`src/rv32Pkg.sv`:
```
package rv32Pkg;

    localparam int xlen = 32;
    localparam int regIdxW = 5;
    localparam int opcodeW = 7;

    typedef logic [xlen-1:0] word_t;
    typedef logic [regIdxW-1:0] regIdx_t;

    // instruction field positions
    localparam int rdLsb = 7;
    localparam int funct3Lsb = 12;
    localparam int rs1Lsb = 15;
    localparam int rs2Lsb = 20;
    localparam int altBit = 30;

    // base opcodes, all-zero is not a valid RV32I code
    typedef enum logic [opcodeW-1:0] {
        opIllegal = 7'b0000000,
        opLoad    = 7'b0000011,
        opStore   = 7'b0100011,
        opOpImm   = 7'b0010011,
        opOp      = 7'b0110011,
        opLui     = 7'b0110111,
        opAuipc   = 7'b0010111,
        opBranch  = 7'b1100011,
        opJal     = 7'b1101111,
        opJalr    = 7'b1100111
    } opcode_e;

    // alu funct3
    localparam logic [2:0] f3Add = 3'b000;
    localparam logic [2:0] f3Sll = 3'b001;
    localparam logic [2:0] f3Slt = 3'b010;
    localparam logic [2:0] f3Sltu = 3'b011;
    localparam logic [2:0] f3Xor = 3'b100;
    localparam logic [2:0] f3Sr = 3'b101;
    localparam logic [2:0] f3Or = 3'b110;
    localparam logic [2:0] f3And = 3'b111;

    // branch funct3
    localparam logic [2:0] f3Beq = 3'b000;
    localparam logic [2:0] f3Bne = 3'b001;
    localparam logic [2:0] f3Blt = 3'b100;
    localparam logic [2:0] f3Bge = 3'b101;
    localparam logic [2:0] f3Bltu = 3'b110;
    localparam logic [2:0] f3Bgeu = 3'b111;

endpackage

```
`src/uopPkg.sv`:
```
package uopPkg;

    // execution unit that takes the micro-op
    typedef enum logic [2:0] {
        unitNone = 3'd0,
        unitLs   = 3'd1,
        unitAlu  = 3'd2,
        unitJmp  = 3'd3,
        unitLdPc = 3'd4
    } unit_e;

    typedef enum logic [3:0] {
        aluAdd  = 4'd0,
        aluSub  = 4'd1,
        aluXor  = 4'd2,
        aluOr   = 4'd3,
        aluAnd  = 4'd4,
        aluSlt  = 4'd5,
        aluSltu = 4'd6,
        aluSll  = 4'd7,
        aluSrl  = 4'd8,
        aluSra  = 4'd9
    } aluOp_e;

    // jal and jalr share the jump unit with the branches
    typedef enum logic [2:0] {
        brEq   = 3'd0,
        brNe   = 3'd1,
        brLt   = 3'd2,
        brGe   = 3'd3,
        brLtu  = 3'd4,
        brGeu  = 3'd5,
        brJal  = 3'd6,
        brJalr = 3'd7
    } brCond_e;

    // 0 byte, 1 half, 2 word
    typedef logic [1:0] ldSize_t;

endpackage

```
`src/fieldStage.sv`:
```
`timescale 1ns/100ps

module fieldStage (
    input  logic               clk,
    input  logic               rst,
    input  logic               inValid,
    input  rv32Pkg::word_t     instr,
    input  rv32Pkg::word_t     curPc,
    input  rv32Pkg::word_t     nxtPc,
    input  rv32Pkg::word_t     genImm,
    input  logic               fReady,
    output logic               inReady,
    output rv32Pkg::opcode_e   decOpcode,
    output logic               fValid,
    output rv32Pkg::opcode_e   opcode,
    output rv32Pkg::regIdx_t   rs1Idx,
    output rv32Pkg::regIdx_t   rs2Idx,
    output rv32Pkg::regIdx_t   rdIdx,
    output logic [2:0]         funct3,
    output logic               altBit,
    output rv32Pkg::word_t     imm,
    output rv32Pkg::word_t     pc,
    output rv32Pkg::word_t     nextPc
);

    logic started;
    logic accept;

    // classify the low bits, anything outside the nine groups is illegal
    always_comb begin
        case (instr[rv32Pkg::opcodeW-1:0])
            rv32Pkg::opLoad,
            rv32Pkg::opStore,
            rv32Pkg::opOpImm,
            rv32Pkg::opOp,
            rv32Pkg::opLui,
            rv32Pkg::opAuipc,
            rv32Pkg::opBranch,
            rv32Pkg::opJal,
            rv32Pkg::opJalr: begin
                decOpcode = rv32Pkg::opcode_e'(instr[rv32Pkg::opcodeW-1:0]);
            end
            default: begin
                decOpcode = rv32Pkg::opIllegal;
            end
        endcase
    end

    // held low through reset, then open while empty or draining
    assign inReady = started && (!fValid || fReady);
    assign accept = inValid && inReady;

    always_ff @(posedge clk) begin
        if (rst) begin
            started <= 1'b0;
            fValid <= 1'b0;
        end else begin
            started <= 1'b1;
            if (inReady) begin
                fValid <= inValid;
            end
        end
    end

    always_ff @(posedge clk) begin
        if (accept) begin
            opcode <= decOpcode;
            rs1Idx <= instr[rv32Pkg::rs1Lsb +: rv32Pkg::regIdxW];
            rs2Idx <= instr[rv32Pkg::rs2Lsb +: rv32Pkg::regIdxW];
            rdIdx <= instr[rv32Pkg::rdLsb +: rv32Pkg::regIdxW];
            funct3 <= instr[rv32Pkg::funct3Lsb +: 3];
            altBit <= instr[rv32Pkg::altBit];
            imm <= genImm;
            pc <= curPc;
            nextPc <= nxtPc;
        end
    end

endmodule

```
`src/immGen.sv`:
```
`timescale 1ns/100ps

module immGen (
    input  rv32Pkg::word_t   instr,
    input  rv32Pkg::opcode_e opcode,
    output rv32Pkg::word_t   imm
);

    rv32Pkg::word_t immI;
    rv32Pkg::word_t immS;
    rv32Pkg::word_t immB;
    rv32Pkg::word_t immU;
    rv32Pkg::word_t immJ;

    assign immI = {{20{instr[31]}}, instr[31:20]};
    assign immS = {{20{instr[31]}}, instr[31:25], instr[11:7]};

    // branch and jump offsets are in half words
    assign immB = {{19{instr[31]}}, instr[31], instr[7], instr[30:25], instr[11:8], 1'b0};
    assign immJ = {{11{instr[31]}}, instr[31], instr[19:12], instr[20], instr[30:21], 1'b0};

    assign immU = {instr[31:12], 12'b0};

    always_comb begin
        case (opcode)
            rv32Pkg::opLoad,
            rv32Pkg::opOpImm,
            rv32Pkg::opJalr: begin
                imm = immI;
            end
            rv32Pkg::opStore: begin
                imm = immS;
            end
            rv32Pkg::opBranch: begin
                imm = immB;
            end
            rv32Pkg::opLui,
            rv32Pkg::opAuipc: begin
                imm = immU;
            end
            rv32Pkg::opJal: begin
                imm = immJ;
            end
            // op has no immediate, illegal gets none either
            default: begin
                imm = '0;
            end
        endcase
    end

endmodule

```
`src/instDecoder.sv`:
```
`timescale 1ns/100ps

module instDecoder (
    input  logic               clk,
    input  logic               rst,
    input  logic               inValid,
    input  rv32Pkg::word_t     instr,
    input  rv32Pkg::word_t     curPc,
    input  rv32Pkg::word_t     nxtPc,
    output logic               inReady,
    input  logic               outReady,
    output logic               outValid,
    output uopPkg::unit_e      unit,
    output uopPkg::aluOp_e     aluOp,
    output uopPkg::brCond_e    brCond,
    output logic               memLoad,
    output uopPkg::ldSize_t    ldSize,
    output logic               ldUnsigned,
    output logic               needPc,
    output logic               rs1Use,
    output logic               rs2Use,
    output logic               rdWrite,
    output logic               immUse,
    output logic               illegal,
    output rv32Pkg::regIdx_t   uRs1,
    output rv32Pkg::regIdx_t   uRs2,
    output rv32Pkg::regIdx_t   uRd,
    output rv32Pkg::word_t     uImm,
    output rv32Pkg::word_t     uPc,
    output rv32Pkg::word_t     uNextPc
);

    rv32Pkg::opcode_e decOpcode;
    rv32Pkg::word_t   genImm;

    // field stage to uop stage link
    logic             fValid;
    logic             fReady;
    rv32Pkg::opcode_e opcode;
    rv32Pkg::regIdx_t rs1Idx;
    rv32Pkg::regIdx_t rs2Idx;
    rv32Pkg::regIdx_t rdIdx;
    logic [2:0]       funct3;
    logic             altBit;
    rv32Pkg::word_t   imm;
    rv32Pkg::word_t   pc;
    rv32Pkg::word_t   nextPc;

    immGen uImmGen (
        .instr  (instr),
        .opcode (decOpcode),
        .imm    (genImm)
    );

    fieldStage uFieldStage (
        .clk       (clk),
        .rst       (rst),
        .inValid   (inValid),
        .instr     (instr),
        .curPc     (curPc),
        .nxtPc     (nxtPc),
        .genImm    (genImm),
        .fReady    (fReady),
        .inReady   (inReady),
        .decOpcode (decOpcode),
        .fValid    (fValid),
        .opcode    (opcode),
        .rs1Idx    (rs1Idx),
        .rs2Idx    (rs2Idx),
        .rdIdx     (rdIdx),
        .funct3    (funct3),
        .altBit    (altBit),
        .imm       (imm),
        .pc        (pc),
        .nextPc    (nextPc)
    );

    uopStage uUopStage (
        .clk        (clk),
        .rst        (rst),
        .fValid     (fValid),
        .opcode     (opcode),
        .rs1Idx     (rs1Idx),
        .rs2Idx     (rs2Idx),
        .rdIdx      (rdIdx),
        .funct3     (funct3),
        .altBit     (altBit),
        .imm        (imm),
        .pc         (pc),
        .nextPc     (nextPc),
        .outReady   (outReady),
        .fReady     (fReady),
        .outValid   (outValid),
        .unit       (unit),
        .aluOp      (aluOp),
        .brCond     (brCond),
        .memLoad    (memLoad),
        .ldSize     (ldSize),
        .ldUnsigned (ldUnsigned),
        .needPc     (needPc),
        .rs1Use     (rs1Use),
        .rs2Use     (rs2Use),
        .rdWrite    (rdWrite),
        .immUse     (immUse),
        .illegal    (illegal),
        .uRs1       (uRs1),
        .uRs2       (uRs2),
        .uRd        (uRd),
        .uImm       (uImm),
        .uPc        (uPc),
        .uNextPc    (uNextPc)
    );

endmodule

```
`src/uopStage.sv`:
```
`timescale 1ns/100ps

module uopStage (
    input  logic               clk,
    input  logic               rst,
    input  logic               fValid,
    input  rv32Pkg::opcode_e   opcode,
    input  rv32Pkg::regIdx_t   rs1Idx,
    input  rv32Pkg::regIdx_t   rs2Idx,
    input  rv32Pkg::regIdx_t   rdIdx,
    input  logic [2:0]         funct3,
    input  logic               altBit,
    input  rv32Pkg::word_t     imm,
    input  rv32Pkg::word_t     pc,
    input  rv32Pkg::word_t     nextPc,
    input  logic               outReady,
    output logic               fReady,
    output logic               outValid,
    output uopPkg::unit_e      unit,
    output uopPkg::aluOp_e     aluOp,
    output uopPkg::brCond_e    brCond,
    output logic               memLoad,
    output uopPkg::ldSize_t    ldSize,
    output logic               ldUnsigned,
    output logic               needPc,
    output logic               rs1Use,
    output logic               rs2Use,
    output logic               rdWrite,
    output logic               immUse,
    output logic               illegal,
    output rv32Pkg::regIdx_t   uRs1,
    output rv32Pkg::regIdx_t   uRs2,
    output rv32Pkg::regIdx_t   uRd,
    output rv32Pkg::word_t     uImm,
    output rv32Pkg::word_t     uPc,
    output rv32Pkg::word_t     uNextPc
);

    uopPkg::unit_e   nUnit;
    uopPkg::aluOp_e  nAluOp;
    uopPkg::brCond_e nBrCond;
    logic [9:0]      nFlags;

    // bit 30 selects sub only for register ops, sra for both
    function automatic uopPkg::aluOp_e aluSel(input logic [2:0] f3, input logic alt,
                                              input logic isReg);
        case (f3)
            rv32Pkg::f3Add:  aluSel = (isReg && alt) ? uopPkg::aluSub : uopPkg::aluAdd;
            rv32Pkg::f3Sll:  aluSel = uopPkg::aluSll;
            rv32Pkg::f3Slt:  aluSel = uopPkg::aluSlt;
            rv32Pkg::f3Sltu: aluSel = uopPkg::aluSltu;
            rv32Pkg::f3Xor:  aluSel = uopPkg::aluXor;
            rv32Pkg::f3Sr:   aluSel = alt ? uopPkg::aluSra : uopPkg::aluSrl;
            rv32Pkg::f3Or:   aluSel = uopPkg::aluOr;
            default:         aluSel = uopPkg::aluAnd;
        endcase
    endfunction

    function automatic uopPkg::brCond_e brSel(input logic [2:0] f3);
        case (f3)
            rv32Pkg::f3Bne:  brSel = uopPkg::brNe;
            rv32Pkg::f3Blt:  brSel = uopPkg::brLt;
            rv32Pkg::f3Bge:  brSel = uopPkg::brGe;
            rv32Pkg::f3Bltu: brSel = uopPkg::brLtu;
            rv32Pkg::f3Bgeu: brSel = uopPkg::brGeu;
            // beq and the two reserved codes
            default:         brSel = uopPkg::brEq;
        endcase
    endfunction

    // flag order memLoad, ldSize, ldUnsigned, needPc, rs1, rs2, rd, imm, illegal
    always_comb begin
        nUnit = uopPkg::unitNone;
        nAluOp = uopPkg::aluAdd;
        nBrCond = uopPkg::brEq;
        nFlags = '0;
        case (opcode)
            rv32Pkg::opLoad: begin
                nUnit = uopPkg::unitLs;
                nFlags = {1'b1, funct3[1:0], funct3[2], 1'b0, 4'b1011, 1'b0};
            end
            rv32Pkg::opStore: begin
                nUnit = uopPkg::unitLs;
                nFlags = {1'b0, funct3[1:0], 1'b0, 1'b0, 4'b1101, 1'b0};
            end
            rv32Pkg::opOpImm: begin
                nUnit = uopPkg::unitAlu;
                nAluOp = aluSel(funct3, altBit, 1'b0);
                nFlags = {5'b0, 4'b1011, 1'b0};
            end
            rv32Pkg::opOp: begin
                nUnit = uopPkg::unitAlu;
                nAluOp = aluSel(funct3, altBit, 1'b1);
                nFlags = {5'b0, 4'b1110, 1'b0};
            end
            rv32Pkg::opLui,
            rv32Pkg::opAuipc: begin
                nUnit = uopPkg::unitLdPc;
                nFlags = {4'b0, opcode == rv32Pkg::opAuipc, 4'b0011, 1'b0};
            end
            rv32Pkg::opBranch: begin
                nUnit = uopPkg::unitJmp;
                nBrCond = brSel(funct3);
                nFlags = {5'b0, 4'b1101, 1'b0};
            end
            rv32Pkg::opJalr: begin
                nUnit = uopPkg::unitJmp;
                nBrCond = uopPkg::brJalr;
                nFlags = {5'b0, 4'b1011, 1'b0};
            end
            rv32Pkg::opJal: begin
                nUnit = uopPkg::unitJmp;
                nBrCond = uopPkg::brJal;
                nFlags = {5'b0, 4'b0011, 1'b0};
            end
            default: begin
                nFlags = {9'b0, 1'b1};
            end
        endcase
    end

    assign fReady = !outValid || outReady;

    always_ff @(posedge clk) begin
        if (rst) begin
            outValid <= 1'b0;
        end else if (fReady) begin
            outValid <= fValid;
        end
    end

    always_ff @(posedge clk) begin
        if (fValid && fReady) begin
            unit <= nUnit;
            aluOp <= nAluOp;
            brCond <= nBrCond;
            {memLoad, ldSize, ldUnsigned, needPc} <= nFlags[9:5];
            {rs1Use, rs2Use, rdWrite, immUse, illegal} <= nFlags[4:0];
            uRs1 <= rs1Idx;
            uRs2 <= rs2Idx;
            uRd <= rdIdx;
            uImm <= imm;
            uPc <= pc;
            uNextPc <= nextPc;
        end
    end

endmodule

```
`config.mk`:
```
export PLATFORM = sky130hd
export DESIGN_NAME = instDecoder
export DESIGN_NICKNAME = d
export VERILOG_FILES = /design/src/rv32Pkg.sv /design/src/uopPkg.sv /design/src/fieldStage.sv /design/src/immGen.sv /design/src/instDecoder.sv /design/src/uopStage.sv
export SDC_FILE = /design/constraint.sdc
export NUM_CORES = 1
export LEC_CHECK = 0
export BUFFER_PORTS_ARGS = -buffer_cell sky130_fd_sc_hd__buf_2
export CAP_MARGIN = 20
export CORE_AREA = 2 2 190 192
export DETAILED_ROUTE_END_ITERATION = 10
export DIE_AREA = 0 0 192 194
export PLACE_DENSITY_LB_ADDON = 0.25
export SYNTH_ARGS = -nofsm -noshare
export SYNTH_HDL_FRONTEND = slang
export SYNTH_SLANG_ARGS = --single-unit
```
`constraint.sdc`:
```
create_clock -name clk -period 7.1 [get_ports clk]
set_input_delay 0.71 -clock clk [delete_from_list [all_inputs] [get_ports clk]]
set_output_delay 0.71 -clock clk [all_outputs]
set_load 0.005 [all_outputs]
```
==> flow_metrics.py, run 1 <==
metrics = {
    "synthesis": {
        "synth.cell_area_um2": 8690,
        "syn_inst": 429,
        "ys_seq_area_share_pct": 88.1,
        "yosysWarnings": 0,
        "ys_ff_latch": 256,
        "ys_types": 47,
        "syn_avg_cell_area_um2": 20.3,
        "synth_nets": 529,
        "async_reset_ff_share_pct": 0,
        "synthFlopType": "edfxtp_1",
        "synth_edf_count": 253,
    },
    "timing": {
        "hold_viol_final": 0,
        "fin_skew_ns": 0.0168,
        "setup_ws_ns": 4.44,
        "slew_viol_final": 0,
        "slew_headroom_pct": 40.0,
        "max_freq_mhz": 376,
        "period_needed_ns": 2.66,
        "rsz0062_at_grt": "false",
        "worst_pin_slew_ns": 0.901,
        "totalNegativeSetupSlack_ns": 0,
        "post-route-period-util_pct": 37.5,
        "setup_viol_count_final": 0,
    },
    "power_and_ir_drop": {
        "seqPwrFrac_pct": 53.6,
        "clockPowerShare_pct": 42.6,
        "p_leak_nw": 4.27,
        "switching_share_pct": 20.3,
        "irDropWorstVdd_mv": 0.161,
        "p_comb_share_pct": 3.8,
        "p_int_w": 0.00259,
        "powerDensity_nw_per_um2": 288,
        "power_switching_w": 0.000659,
    },
    "final_layout": {
        "final-seq-area_um2": 7660,
        "fin_nets": 782,
        "final_common_cell": "edfxtp_1",
        "fin_cells": 1166,
        "area_growth_pct": 29.9,
        "nFillCells": 3459,
        "mostFrequentLayoutCells": "edfxtp_1 (253), buf_2 (232), clkbuf_16 (29), nor2_1 (19), o21ai_0 (17)",
        "layout-drive-gt1-share_pct": 40.5,
        "multiInputGateArea_um2": 917,
    },
    "die": {
        "initial_utilization_pct": 24.7,
        "die_w_um": 192,
        "die_area_um2": 37200,
        "core_area_um2": 35200,
        "fp.dieH_um": 194,
        "rows": 69,
        "num_io_pins": 233,
    },
    "clock_network": {
        "htreeDepth": 1,
        "ctsResizeCount": 0,
        "clock_latency_ns": 0.54,
        "cts_tree": "yes",
        "cts_buffers": 28,
        "clk_pin_slew_worst_paths_ns": 0.06,
        "cts_root_buffer": "clkbuf_16",
        "holdBufCountCts": 0,
        "cts_buffer_depth": 3,
        "cts.sinks": 256,
        "cts_setup_buffers": 0,
    },
    "outcome": {
        "status": "completed",
    },
    "worst_setup_path": {
        "worst_r2r_path_depth": 4,
        "worstSetupStartpointType": "flip-flop",
        "cp_max_fo": 65,
        "crit_slowest_cell": "buf_4",
        "crit_type": "reg -> reg",
        "worstPathArrival_ns": 2.81,
        "crit_chain": "nor2b_1 > a21oi_1 > and2_4 > buf_4",
        "cp_slowest_stage_delay_ns": 0.79,
        "crit_required_ns": 7.25,
        "critical_path.endpoint_type": "flip-flop",
    },
    "routing": {
        "wl_met2_mm": 8.92,
        "wl_per_cell_um": 16.3,
        "wl_mm": 19.0,
        "vias": 4731,
        "drt_iter0_markers": 261,
        "drtPass1Iterations": 4,
        "vias_per_cell": 4.06,
        "topRoutingLayerUsed": "met4",
        "wl_met3_mm": 1.58,
        "drcViolationCount": 0,
        "wl_met1_mm": 8.03,
        "antenna_left": 0,
    },
    "grt": {
        "grt_usage_pct": 9.68,
        "grt_overflow_total": 0,
        "grt_pass1_wl_mm": 27.4,
        "antenna_found_initial": 1,
        "grt_pass1_vias": 4641,
        "grt_max_degree": 67,
    },
    "placement": {
        "hpwlAfterDp_mm": 12.7,
        "placed_cells": 1112,
        "gp_congestion": 0.750,
        "portBuffers": 232,
        "pre_cts_ws_ns": 3.95,
    },
    "worst_hold_path": {
        "hold_path.class": "in -> reg",
        "min_path_cells": 1,
    },
    "run": {
        "cap_violations": 0,
    },
}
power groups by stage:
stage	Sequential, W	Combinational, W	Clock (W)
after CTS	0.00174	0.000128	0.00144
after global routing	0.00175	0.000139	0.00150
after floorplan	0.00178	0.0000480	0
final	0.00174	0.000125	0.00138
after detailed placement	0.00178	0.000127	0
after global placement	0.00177	0.000126	0
metrics by stage:
step	util, %	total power, W	cell area (um2)	hold WS, ns
6_report	32.0	0.00325	11300	0.339
5_1_grt	32.0	0.00339	11300	0.310
3_3_place_gp	29.5	0.00190	10400	0.400
2_1_floorplan	-	0.00183	8700	0.400
4_1_cts	32.0	0.00331	11300	0.303
3_5_place_dp	29.5	0.00190	10400	0.405
worst paths after layout:
check / slack, ns / start / endpoint
worst max register to register: 4.44 / uUopStage.outValid$_SDFFE_PP0N_ / uFieldStage.imm[17]$_DFFE_PP_
worst min register to register: 0.41 / uFieldStage.nextPc[10]$_DFFE_PP_ / uUopStage.uNextPc[10]$_DFFE_PP_
worst max-delay path: 4.44 / uUopStage.outValid$_SDFFE_PP0N_ / uFieldStage.imm[17]$_DFFE_PP_
worst min-delay path: 0.34 / curPc[19] / uFieldStage.pc[19]$_DFFE_PP_
logic make-up after synthesis:
group                  after synthesis  synth area share, %
AO/OA/AOI/OAI                       60                 4.78
flip-flops                         256                 88.1
AND/OR/NAND/NOR                     82                 5.31
XOR/XNOR                             1                0.101
multiplexers                         2                0.245
buffers and inverters               28                 1.48
metal layers:
metal	vias to the layer above	global-route usage (%)
met5	-	0
met4	0	3.93
met3	29	2.70
met2	179	15.5
met1	2335	12.3
li1	2188	-
sequential cells by signal, summed over array words and instances (netlist names), 2 cells and up:
register,count
uUopStage.ldSize,2
uUopStage.aluOp,4
uUopStage.uImm,32
uFieldStage.pc,32
uFieldStage.rdIdx,5
uUopStage.uPc,32
uUopStage.unit,3
uUopStage.uRs1,5
uFieldStage.imm,32
uFieldStage.rs2Idx,5
uFieldStage.opcode,7
uUopStage.uNextPc,32
uUopStage.uRd,5
uFieldStage.funct3,3
uUopStage.brCond,3
uUopStage.uRs2,5
uFieldStage.nextPc,32
uFieldStage.rs1Idx,5
synth_stat cells (all sizes together) (2+ instances only):
cell type	number	area (um2)
o21bai	2	15.0
a21oi	10	61.3
a32o	2	20.0
nor3	2	10.0
o2111a	2	22.5
o21a	2	15.0
or2	3	18.8
and2	5	31.3
inv	15	56.3
edfxtp	253	7600
nor4	2	12.5
or4	2	18.8
nand2	11	41.3
and3	4	25.0
nor2	19	71.3
nand2b	5	31.3
and3b	4	35.0
buf	7	50.1
a22o	4	35.0
clkbuf	6	22.5
dfxtp	3	60.1
or3	2	12.5
a31oi	6	37.5
a21o	9	67.6
nor2b	4	25.0
nand3	12	60.1
o21ai	17	85.1
nand4b	2	17.5
cell type report:
class | instances | area share [%]
diodes | 1 | 0.0222
clock inverters | 14 | 1.10
inverters | 15 | 0.499
flip-flops and latches | 256 | 67.8
well taps | 461 | 5.11
clock buffers | 38 | 6.73
repair buffers | 236 | 10.6
multi-input cells | 145 | 8.12
worst max-delay path: cells and delay by family, from the launching register on:
family                 cells  cell delay (ns)
buffers and inverters      1             0.79
AO/OA/AOI/OAI              1             0.22
flip-flops                 1             0.30
AND/OR/NAND/NOR            2             0.88
Note: power is estimated with default switching activity, not from simulation.
==> run 2: changes to the inputs <==
ABC_AREA = 1   (was unset)
clock period = 2.4 ns   (was 7.1 ns; I/O delays follow)
==> run 2 against run 1 <==
Net effect: register-to-register slack lost 3.6 ns; synthesized cell count grew 14%; non-clock buffer count grew 94; clock skew shrank 0.0096 ns; first-iteration DRC count shrank 16%; cell area grew 11%; utilization grew 3.4 points; count of clock-buffer cells in the layout shrank 5; power grew to 3.2 times the previous value; critical endpoint is now inReady; sequential cell count is the same.
==> flow_metrics.py, run 2 <==
metrics = {
    "timing": {
        "slew_viol_final": 0,
        "setup_viol_count_final": 0,
        "period_needed_ns": 1.69,
        "slew_headroom_pct": 31.9,
        "totalNegativeSetupSlack_ns": 0,
        "max_freq_mhz": 591,
        "hold_slack_ns": 0.0393,
        "post-route-period-util_pct": 70.5,
        "fin_skew_ns": 0.00722,
        "worst_pin_slew_ns": 1.02,
        "rsz0062_at_grt": "false",
        "setup_ws_ns": 0.708,
        "hold_viol_final": 0,
    },
    "die": {
        "fp.dieH_um": 194,
        "core_area_um2": 35200,
        "die_w_um": 192,
        "num_io_pins": 233,
        "rows": 69,
        "die_area_um2": 37200,
        "initial_utilization_pct": 24.8,
    },
    "grt": {
        "grt_max_degree": 84,
        "grtUsageMet2_pct": 17.6,
        "top_usage_layer": "met2",
        "grt_pass1_wl_mm": 30.4,
        "met1_usage_pct": 13.4,
        "use_met3_pct": 2.50,
        "grt_usage_pct": 10.7,
        "antenna_found_initial": 2,
        "grt_overflow_total": 0,
        "grt_pass1_vias": 5346,
    },
    "synthesis": {
        "yosys.area.top_type": "edfxtp_1",
        "yosys.area.top_type_share_pct": 86.9,
        "ys_types": 23,
        "syn_inst": 487,
        "async_reset_ff_share_pct": 0,
        "synth_nets": 587,
        "synth.cell_area_um2": 8740,
        "synthFlopType": "edfxtp_1",
        "yosys.cell_count.top_type": "edfxtp_1",
        "yosysWarnings": 0,
        "ys_ff_latch": 256,
        "syn_avg_cell_area_um2": 17.9,
        "synth_common_cells": "edfxtp_1 (253), nand2_1 (67), nand3_1 (38)",
        "synth_edf_count": 253,
        "ys_seq_area_share_pct": 87.6,
        "synth_area_leaders": "edfxtp_1 (87%), nand2_1 (2.9%), nand3_1 (2.2%)",
    },
    "routing": {
        "drt_iter0_markers": 218,
        "drtPass1Iterations": 6,
        "vias": 5181,
        "drcViolationCount": 0,
        "vias_per_cell": 3.90,
        "wl_mm": 20.3,
        "wl_per_cell_um": 15.3,
        "antenna_left": 0,
    },
    "clock_network": {
        "cts_setup_buffers": 0,
        "htreeDepth": 1,
        "ctsResizeCount": 0,
        "holdBufCountCts": 89,
        "cts_tree": "yes",
        "cts_buffer_depth": 3,
        "clock_latency_ns": 0.56,
        "cts_buffers": 30,
        "cts.sinks": 256,
        "clk_pin_slew_worst_paths_ns": 0.06,
        "cts_root_buffer": "clkbuf_16",
    },
    "final_layout": {
        "area_growth_pct": 42.8,
        "fin_nets": 941,
        "stdcell_area_um2": 12500,
        "layout-drive-gt1-share_pct": 36.3,
        "multiInputGateArea_um2": 903,
        "final-seq-area_um2": 7660,
        "fin_cells": 1327,
        "mostFrequentLayoutCells": "edfxtp_1 (253), buf_2 (232), dlygate4sd3_1 (89), nand2_1 (66), nand3_1 (38)",
        "nFillCells": 3449,
        "final_common_cell": "edfxtp_1",
    },
    "worst_setup_path": {
        "reg2reg_from": "uUopStage.outValid$_SDFFE_PP0N_",
        "critical_path.endpoint_type": "output pin",
        "critPathLaunch": "uUopStage.outValid$_SDFFE_PP0N_",
        "crit_type": "reg -> out",
        "worstPathArrival_ns": 1.45,
        "cp_max_fo": 2,
        "worstSetupStartpointType": "flip-flop",
        "crit_required_ns": 2.16,
    },
    "power_and_ir_drop": {
        "p_leak_nw": 4.80,
        "powerDensity_nw_per_um2": 825,
        "irDropWorstVdd_mv": 0.498,
    },
    "placement": {
        "pre_cts_ws_ns": 0.495,
        "postPlaceCellArea_um2": 10600,
        "portBuffers": 232,
        "placed_cells": 1181,
        "gp_congestion": 0.772,
        "hpwlAfterDp_mm": 13.6,
    },
    "worst_hold_path": {
        "hold_path.class": "in -> reg",
        "hp-start": "instr[26]",
    },
    "outcome": {
        "status": "completed",
    },
    "run": {
        "cap_violations": 0,
    },
}
## run 2: critical path, cell delays in order (launching register included)
cell and delay [ns]:
dfxtp_2 0.33, inv_2 0.04, nor2_4 0.14, inv_2 0.06
o21ai_2 0.16, inv_2 0.05, buf_2 0.13
## run 2: area by class of cell
type,count,share of cell area [%]
repair buffers,330,17.4
diodes,2,0.0401
inverters,37,1.14
multi-input cells,186,7.24
flip-flops and latches,256,61.4
well taps,461,4.62
clock inverters,22,1.91
clock buffers,33,6.28
## run 2: metrics by stage
step	power [W]	utilization, %
3_5_place_dp	0.00566	30.0
2_1_floorplan	0.00540	-
4_1_cts	0.0105	35.4
5_1_grt	0.0107	35.4
6_report	0.0103	35.4
3_3_place_gp	0.00566	30.0
## run 2: final timing paths
path	to	slack, ns	cells after the start
worst max-delay path	inReady	0.71	6
worst min-delay path	uFieldStage.imm[26]$_DFFE_PP_	0.04	3
worst max register to register	uFieldStage.imm[28]$_DFFE_PP_	0.79	8
worst min register to register	uUopStage.uRs1[3]$_DFFE_PP_	0.41	0
## run 2: kinds of logic after synthesis
| logic type | after synthesis | synth area share [%] |
|---|---|---|
| buffers and inverters | 45 | 2.28 |
| DFF | 256 | 87.6 |
| and+or+nand+nor | 148 | 7.72 |
| AOI/OAI and AO/OA | 38 | 2.38 |
## run 2: report_power, final
group / switching [W] / internal [W] / leakage, nW
combinational: 0.000260 / 0.000242 / 1.98
clock: 0.00182 / 0.00279 / 0.489
sequential: 0.0000476 / 0.00512 / 2.33
## run 2: per-layer routing
layer / share of wire, % / wire length (um)
met1: 43 / 8700
met2: 47 / 9630
met3: 6.8 / 1380
met4: 3.0 / 607
met5: 0 / 0
